$ cat src/design/lockin_pkg.sv
package lockin_pkg;

    ////////////////////////////
    // Input words
    ////////////////////////////
    localparam int sig_width     = 32;  // Raw ADC word
    localparam int sig_q_width   = 24;  // Top bits kept for lock-in
    localparam int sc_word_width = 64;  // Packed sin/cos word
    localparam int sc_width      = 25;  // Q1.24, signed
    localparam int period_width  = 16;  // Period exponent input

    ////////////////////////////
    // Correlation precision
    ////////////////////////////
    localparam int corr_width = 32;     // Normalized product and mean

    // Full product is sig_q_width + sc_width bits
    localparam int corr_shift = sig_q_width + sc_width - corr_width;

    // Result words
    localparam int ampl_width = 2 * corr_width - 1;  // a*a + b*b, unsigned
    localparam int mean_width = corr_width + 2;      // Headroom for a +/- b
    localparam int ref_width  = 32;                  // Sign-extended reference taps

endpackage

$ cat src/design/lockin_decimator.sv
`timescale 1ns/1ns

module lockin_decimator #(
    parameter int buf_len2  = 10,
    parameter int decim_max = 16
) (
    input  logic                                     a_clk,
    input  logic                                     reset,
    input  logic [lockin_pkg::sig_width-1:0]         sig_tdata,
    input  logic [lockin_pkg::sc_word_width-1:0]     sc_tdata,
    input  logic [lockin_pkg::period_width-1:0]      period_log2,
    output logic signed [lockin_pkg::corr_width-1:0] prod_x,
    output logic signed [lockin_pkg::corr_width-1:0] prod_y,
    output logic                                     prod_strobe,
    output logic [$clog2(buf_len2+1)-1:0]            window_log2,
    output logic                                     period_change,
    output logic [lockin_pkg::ref_width-1:0]         sref,
    output logic [lockin_pkg::ref_width-1:0]         sdref
);
    import lockin_pkg::*;

    localparam int dw     = $clog2(decim_max + 1);  // Decimation exponent bits
    localparam int ww     = $clog2(buf_len2 + 1);
    localparam int acc_w  = sig_q_width + decim_max;  // Group sum, no overflow
    localparam int prod_w = sig_q_width + sc_width;

    logic [period_width-1:0]       per_reg;
    logic [period_width-1:0]       per_last;    // Last period seen
    logic [period_width-1:0]       decim_diff;
    logic                          per_changed;
    logic [dw-1:0]                 decim_log2;
    logic [dw-1:0]                 decim_new;
    logic [ww-1:0]                 window_new;
    logic signed [sig_q_width-1:0] sig_in;
    logic signed [sc_width-1:0]    s_in;
    logic signed [sc_width-1:0]    c_in;
    logic [decim_max-1:0]          grp_cnt;     // Samples left in group
    logic signed [acc_w-1:0]       acc;
    logic signed [acc_w-1:0]       acc_next;
    logic signed [acc_w-1:0]       avg_full;
    logic signed [sig_q_width-1:0] avg;         // Group average
    logic signed [sc_width-1:0]    s_grp;       // Reference at group end
    logic signed [sc_width-1:0]    c_grp;
    logic                          avg_vld;
    logic signed [prod_w-1:0]      mul_x;
    logic signed [prod_w-1:0]      mul_y;
    logic                          mul_vld;

    // Reload value for a group of 2**e samples
    function automatic logic [decim_max-1:0] group_last(input logic [dw-1:0] e);
        return decim_max'((33'd1 << e) - 33'd1);
    endfunction

    ////////////////////////////
    // Period split
    ////////////////////////////
    always_comb
    begin
        per_changed = (per_reg != per_last);
        decim_diff  = per_reg - period_width'(buf_len2);
        if (per_reg > period_width'(buf_len2))
        begin
            if (decim_diff > period_width'(decim_max))
                decim_new = dw'(decim_max);   // Clamp long periods
            else
                decim_new = dw'(decim_diff);
            window_new = ww'(buf_len2);      // Window fills whole memory
        end
        else
        begin
            decim_new  = '0;                  // No decimation needed
            window_new = ww'(per_reg);
        end
    end

    assign acc_next = acc + acc_w'(sig_in);      // Sign-extended add
    assign avg_full = acc_next >>> decim_log2;   // Arithmetic, keeps sign

    // Input capture
    always_ff @(posedge a_clk)
    begin
        sig_in <= sig_tdata[sig_width-1 -: sig_q_width];  // Top bits only
        c_in   <= sc_tdata[sc_width-1:0];
        s_in   <= sc_tdata[sc_word_width/2 +: sc_width];
    end

    ////////////////////////////
    // Group control
    ////////////////////////////
    always_ff @(posedge a_clk)
    begin
        if (reset)
        begin
            per_reg       <= '0;
            per_last      <= '0;
            decim_log2    <= '0;
            window_log2   <= '0;
            period_change <= 1'b0;
            grp_cnt       <= '0;
            acc           <= '0;
            avg_vld       <= 1'b0;
            mul_vld       <= 1'b0;
            prod_strobe   <= 1'b0;
        end
        else
        begin
            per_reg       <= period_log2;
            period_change <= per_changed;
            prod_strobe   <= mul_vld;
            if (per_changed)
            begin
                // Both exponents from the new period, group restarts
                per_last    <= per_reg;
                decim_log2  <= decim_new;
                window_log2 <= window_new;
                grp_cnt     <= group_last(decim_new);
                acc         <= '0;
                avg_vld     <= 1'b0;  // Flush partial work
                mul_vld     <= 1'b0;
            end
            else
            begin
                mul_vld <= avg_vld;
                avg_vld <= (grp_cnt == '0);
                if (grp_cnt == '0)
                begin
                    grp_cnt <= group_last(decim_log2);  // Reload
                    acc     <= '0;                      // Start new sum
                end
                else
                begin
                    grp_cnt <= grp_cnt - 1'b1;
                    acc     <= acc_next;
                end
            end
        end
    end

    // Average, product, normalize
    always_ff @(posedge a_clk)
    begin
        if (grp_cnt == '0)
        begin
            avg   <= avg_full[sig_q_width-1:0];
            s_grp <= s_in;
            c_grp <= c_in;
        end
        mul_x  <= s_grp * avg;  // In-phase
        mul_y  <= c_grp * avg;  // Quadrature
        prod_x <= corr_width'(mul_x >>> corr_shift);
        prod_y <= corr_width'(mul_y >>> corr_shift);
    end

    assign sref  = ref_width'(c_in);   // Sign-extended cosine
    assign sdref = ref_width'(s_grp);  // Sine at group boundary

endmodule

$ cat config.mk
export PLATFORM = sky130hd
export DESIGN_NAME = lockin_decimator
export DESIGN_NICKNAME = d
export VERILOG_FILES = /design/src/design/lockin_pkg.sv /design/src/design/lockin_decimator.sv
export SDC_FILE = /design/constraint.sdc
export NUM_CORES = 2
export LEC_CHECK = 0
export BUFFER_PORTS_ARGS = -buffer_cell sky130_fd_sc_hd__buf_4
export CAP_MARGIN = 15
export CELL_PAD_IN_SITES_DETAIL_PLACEMENT = 0
export CELL_PAD_IN_SITES_GLOBAL_PLACEMENT = 2
export CORE_AREA = 2 2 344 431
export CTS_CLUSTER_SIZE = 14
export DETAILED_ROUTE_END_ITERATION = 8
export DIE_AREA = 0 0 346 433
export GPL_ROUTABILITY_DRIVEN = 0
export PLACE_DENSITY = 0.85
export SYNTH_ARGS = -nofsm -noshare
export SYNTH_HDL_FRONTEND = slang
export SYNTH_SLANG_ARGS = --single-unit
$ cat constraint.sdc
create_clock -name a_clk -period 10.5 [get_ports a_clk]
set_input_delay 3.15 -clock a_clk [delete_from_list [all_inputs] [get_ports a_clk]]
set_output_delay 3.15 -clock a_clk [all_outputs]
set_load 0.005 [all_outputs]
# ---- Word-level counts from Yosys, hierarchy flattened
# Index checks and enable logic that the tools add are counted.
dict set report op_classes {
  n_addsub 5
  mul 2
  n_div 0
  magnitude_cmp 2
  eq_ne 1
  shifts 3
  muxes 5
  n_bitwise 0
  reduce_logical 3
}
# cell n
set ops {}
lappend ops {{$mul A25 B24 Y49} 2}
lappend ops {{$sub A16 B1 Y16 const B} 3}
lappend ops {{$add A40 B24 Y40} 1}
lappend ops {{$sshr A40 B5 Y24} 1}
lappend ops {{$mux W16} 2}
lappend ops {{$shl A1 B5 Y16 const A} 2}
lappend ops {{$gt A16 B4 Y1 const B} 1}
lappend ops {{$gt A16 B5 Y1 const B} 1}
lappend ops {{$logic_not A16 Y1} 1}
lappend ops {{$ne A16 B16 Y1} 1}
lappend ops {{$sub A16 B4 Y16 const B} 1}
lappend ops {{$mux W5} 2}
lappend ops {{$mux W4} 1}
lappend ops {{$reduce_or A3 Y1} 1}
lappend ops {{$reduce_or A2 Y1} 1}
dict set report totals {
  register_bits 411
  latchBits 0
  mem_bits_rw 0
  mem_bits_ro 0
  input_bits 114
  output_inout_bits 134
  wordCells 41
  n_memories 0
}

# ---- Logic depth before layout (Yosys ltp)
dict set report logic_depth {
  word_depth 7
  ltp_mapped 28
  mapped_depth_nobuf 26
}

# ---- Worst setup path before layout
# Ideal clock, no wire load.
dict set report synth_timing {
  kind {register to register}
  start {reg avg[0]}
  end {reg mul_y[42]}
  setup_time_ps 95
  t_arrival_ps 7185
  required_time_ps 10405
  path_slack_ps 3220
  path_stages_with_launch 27
  path_buffers 2
  period_less_slack_ps 7280
  cell_sequence {edfxtp_1 > clkbuf_1 > clkbuf_1 > nand2_1 > inv_1 > fa_1 > fa_1 > inv_1 > fa_1 > fa_1 > fa_1 > inv_1 > fa_1 > inv_1 > fa_1 > inv_1 > ha_1 > a21o_1 > a21oi_1 > o21ai_0 > a2111oi_0 > or3_1 > a21bo_2 > a21oi_1 > o21bai_1 > a2111o_1 > o311ai_1}
}
dict set report synth_between {
  elab_chain_cells 1
}
# element line_no
set synth_rtl {}
lappend synth_rtl {{start: declaration} lockin_decimator.sv:41} ;# logic signed [sig_q_width-1:0] avg;
lappend synth_rtl {{start signal: assignment} lockin_decimator.sv:144} ;# avg <= avg_full[sig_q_width-1:0];
lappend synth_rtl {{$mul A25 B24 Y49} lockin_decimator.sv:149} ;# mul_y <= c_grp * avg;
lappend synth_rtl {{end signal: assignment} lockin_decimator.sv:149}
lappend synth_rtl {{end: declaration} lockin_decimator.sv:46} ;# logic signed [prod_w-1:0] mul_y;
# No other way between the ends.
# A chain may end at the register's enable or synchronous reset.

# ---- Final worst setup path
dict set report layout_timing {
  start {reg avg[9]}
  end {reg mul_x[43]}
}
dict set report layout_between {
  elab_chain_cells 1
}
# element line_no
set layout_rtl {}
lappend layout_rtl {{$mul A25 B24 Y49} lockin_decimator.sv:148} ;# mul_x <= s_grp * avg;
lappend layout_rtl {{end signal: assignment} lockin_decimator.sv:148}
lappend layout_rtl {{end: declaration} lockin_decimator.sv:45} ;# logic signed [prod_w-1:0] mul_x;
# No other way between the ends.

==> results.py <==
metrics = {
    "outcome": {
        "outcome": "completed",
    },
    "floorplanning": {
        "fp.dieW_um": 346,
        "coreArea_um2": 145800,
        "core.rowCount": 157,
        "dieArea_um2": 149800,
        "start_util_pct": 39.78,
        "pin_count": 248,
        "die_h_um": 433,
    },
    "clock_network": {
        "postCtsSetupBuffers": 0,
        "cts_root_buf": "clkbuf_16",
        "cts_tree": "yes",
        "clock-sinks": 377,
        "clock_latency_ns": 0.65,
        "clk_pin_slew_ns": 0.06,
        "cts_hold_buf": 0,
        "numCtsBuffers": 44,
        "h-tree-depth": 2,
        "ctsResizeCount": 0,
        "clock_tree.buffer_depth": 3,
    },
    "finish": {
        "final_area_um2": 63010,
        "largest-register": "acc",
        "final_common_cell": "inv_1",
        "nFillCells": 14460,
        "largest_reg_flops": 40,
        "nets": 7805,
        "syn_to_final_growth_pct": 8.655,
        "final_cell_mix": "inv_1 (1,292), fa_1 (1,257), nand2_1 (708), and2_1 (566), buf_4 (322)",
        "final-instance-count-excl-fill": 8077,
        "drive_gt1_share_pct": 7.430,
    },
    "setup_path": {
        "cp.required_ns": 11.07,
        "slowest_delay_ns": 0.95,
        "critPathCaptureType": "flop",
        "critPathMostFrequentCell": "fa_1",
        "crit_path_start_kind": "flop",
        "path_max_fanout": 33,
        "arrival_ns": 9.14,
        "crit_slowest_cell": "edfxtp_1",
        "path_class": "flop to flop",
    },
    "synthesis": {
        "synth_seq_cells": 377,
        "ys.flop_type": "dfxtp_1",
        "synth_area_per_cell_um2": 9.525,
        "synth_edf_count": 74,
        "syn_nets": 7765,
        "synth_warnings": 0,
        "synth_area_um2": 57990,
        "seq_area_frac_synth_pct": 14.29,
        "async_flop_share_pct": 0,
        "yosysUniqueCellTypes": 98,
        "syn_inst": 6088,
    },
    "pwr": {
        "totalPowerFinal_w": 0.003359,
        "clock_power_share_pct": 47.4,
        "swShare_pct": 25.54,
        "ir_drop_mv": 0.1245,
        "seq_power_share_pct": 45.7,
        "switching_power_w": 0.0008578,
        "p_leak_nw": 30.64,
        "p_int_w": 0.002501,
        "power_per_cell_area_nw_per_um2": 53.30,
        "comb_power_share_pct": 6.9,
    },
    "timing": {
        "fin_setup_tns_ns": 0,
        "setup_ws_ns": 1.937,
        "grt_setup_unrepaired": "no",
        "relSlewSlack_pct": 23.76,
        "layout_min_cycle_time_ns": 8.563,
        "worstMarginPinSlew_ns": 1.142,
        "fin_skew_ns": 0.02748,
        "setup_viol": 0,
        "fmax_mhz": 116.8,
        "report.final.hold_viol_count": 0,
        "maxSlewViolCount": 0,
        "finalCritPeriodShare_pct": 81.55,
    },
    "global_routing": {
        "top_usage_layer": "met2",
        "met2_usage_pct": 40.62,
        "antenna_found_initial": 1,
        "grt_max_degree": 63,
        "globalRouteTotalUtil_pct": 22.09,
        "use_met1_pct": 26.46,
        "met3_usage_pct": 2.559,
        "grt_pass1_vias": 45160,
        "grt-ovfl-total": 0,
        "grt_first_pass_wirelength_um": 256200,
    },
    "routing": {
        "via_per_inst": 5.114,
        "wire_per_inst_um": 19.87,
        "final_antenna_net_count": 0,
        "vias": 41310,
        "drt_iter0_drc": 1858,
        "totalWireLength_um": 160500,
        "drc": 0,
        "drt_first_pass_iters": 7,
    },
    "min_path": {
        "hp-class": "flop to flop",
    },
    "place": {
        "place_hpwl_um": 122900,
        "placedCellCount": 7989,
        "place_ws_ns": 1.867,
        "placed_cell_area_um2": 61510,
        "portBuffers": 225,
    },
    "flow_run": {
        "drv_cap": 0,
    },
}
==> power groups by stage <==
stage	logic, W	clock network [W]	registers, W
after detailed placement	0.000230	0	0.00157
after global routing	0.000255	0.00172	0.00154
final	0.000232	0.00159	0.00153
after global placement	0.000229	0	0.00157
after floorplan	0.000144	0	0.00156
after CTS	0.000232	0.00167	0.00153
==> routing by layer <==
layer / wire (µm) / up-vias
li1: - / 18460
met1: 62320 / 21460
met2: 83930 / 1113
met3: 7864 / 279
met4: 6395 / 0
met5: 0 / -
==> area by class of cell <==
cell class	count	area (µm²)	area share (%)
multi-input combinational	4085	43520	69.07
sequential	377	8288	13.15
inverter	1296	4867	7.725
timing repair buffer	324	2450	3.888
tap	1908	2387	3.789
clock buffer	59	1250	1.984
clock inverter	23	230.2	0.3654
antenna	5	12.51	0.01986
==> Yosys cell counts, types with 25 or more instances <==
cell      instances  area share, %
inv_1          1293            8.4
a21oi_1         125            1.1
nor3_1           61           0.53
o21ai_0          53           0.46
dfxtp_1         303             10
a21o_1           53           0.69
a211oi_1         34           0.44
nand4_1          33           0.36
nand3_1          37           0.32
nor2b_1          44           0.47
xnor2_1          93            1.4
xor2_1           50           0.76
nand2b_1         25           0.27
edfxtp_1         74            3.8
and2_1          566            6.1
clkbuf_1        297            1.9
and3_1           26           0.28
nand2_1         708            4.6
fa_1           1257             43
nor2_1          232            1.5
ha_1            306            6.6
==> worst max-delay path: cells and delay by family, from the launching register on <==
| family | cells | cell delay [ns] |
|---|---|---|
| simple gates | 1 | 0.17 |
| flops | 1 | 0.95 |
| fa+ha+maj | 8 | 3.90 |
| xor+xnor | 1 | 0.14 |
| buf+inv | 7 | 1.10 |
| compound gates | 8 | 2.21 |
==> per-stage QoR <==
step | hold WS, ns | utilization, %
floorplan | 0.3096 | -
global placement | 0.3132 | 42.18
detailed placement | 0.3121 | 42.20
CTS | 0.3189 | 43.22
global route | 0.3223 | 43.22
finish | 0.3189 | 43.23
==> worst paths after layout <==
check,from,endpoint,slack [ns],cells past startpoint
min reg2reg,mul_y[34],prod_y[17],0.32,0
min,mul_y[34],prod_y[17],0.32,0
max,avg[9],mul_x[43],1.94,25
max reg2reg,avg[9],mul_x[43],1.94,25
==> cells by family (layout without fill, tap and decap cells) <==
kind of cell,after synthesis,after routing,synth area share [%]
and+or+nand+nor,1811,1811,15.43
buffers and inverters,1626,1702,10.65
adders and majority gates,1563,1563,50.00
AOI/OAI and AO/OA,519,519,6.251
DFF,377,377,14.29
xor gates and xnor gates,143,143,2.160
muxes,49,49,1.217
other,0,5,0
Power figures use the tool's default switching activity.
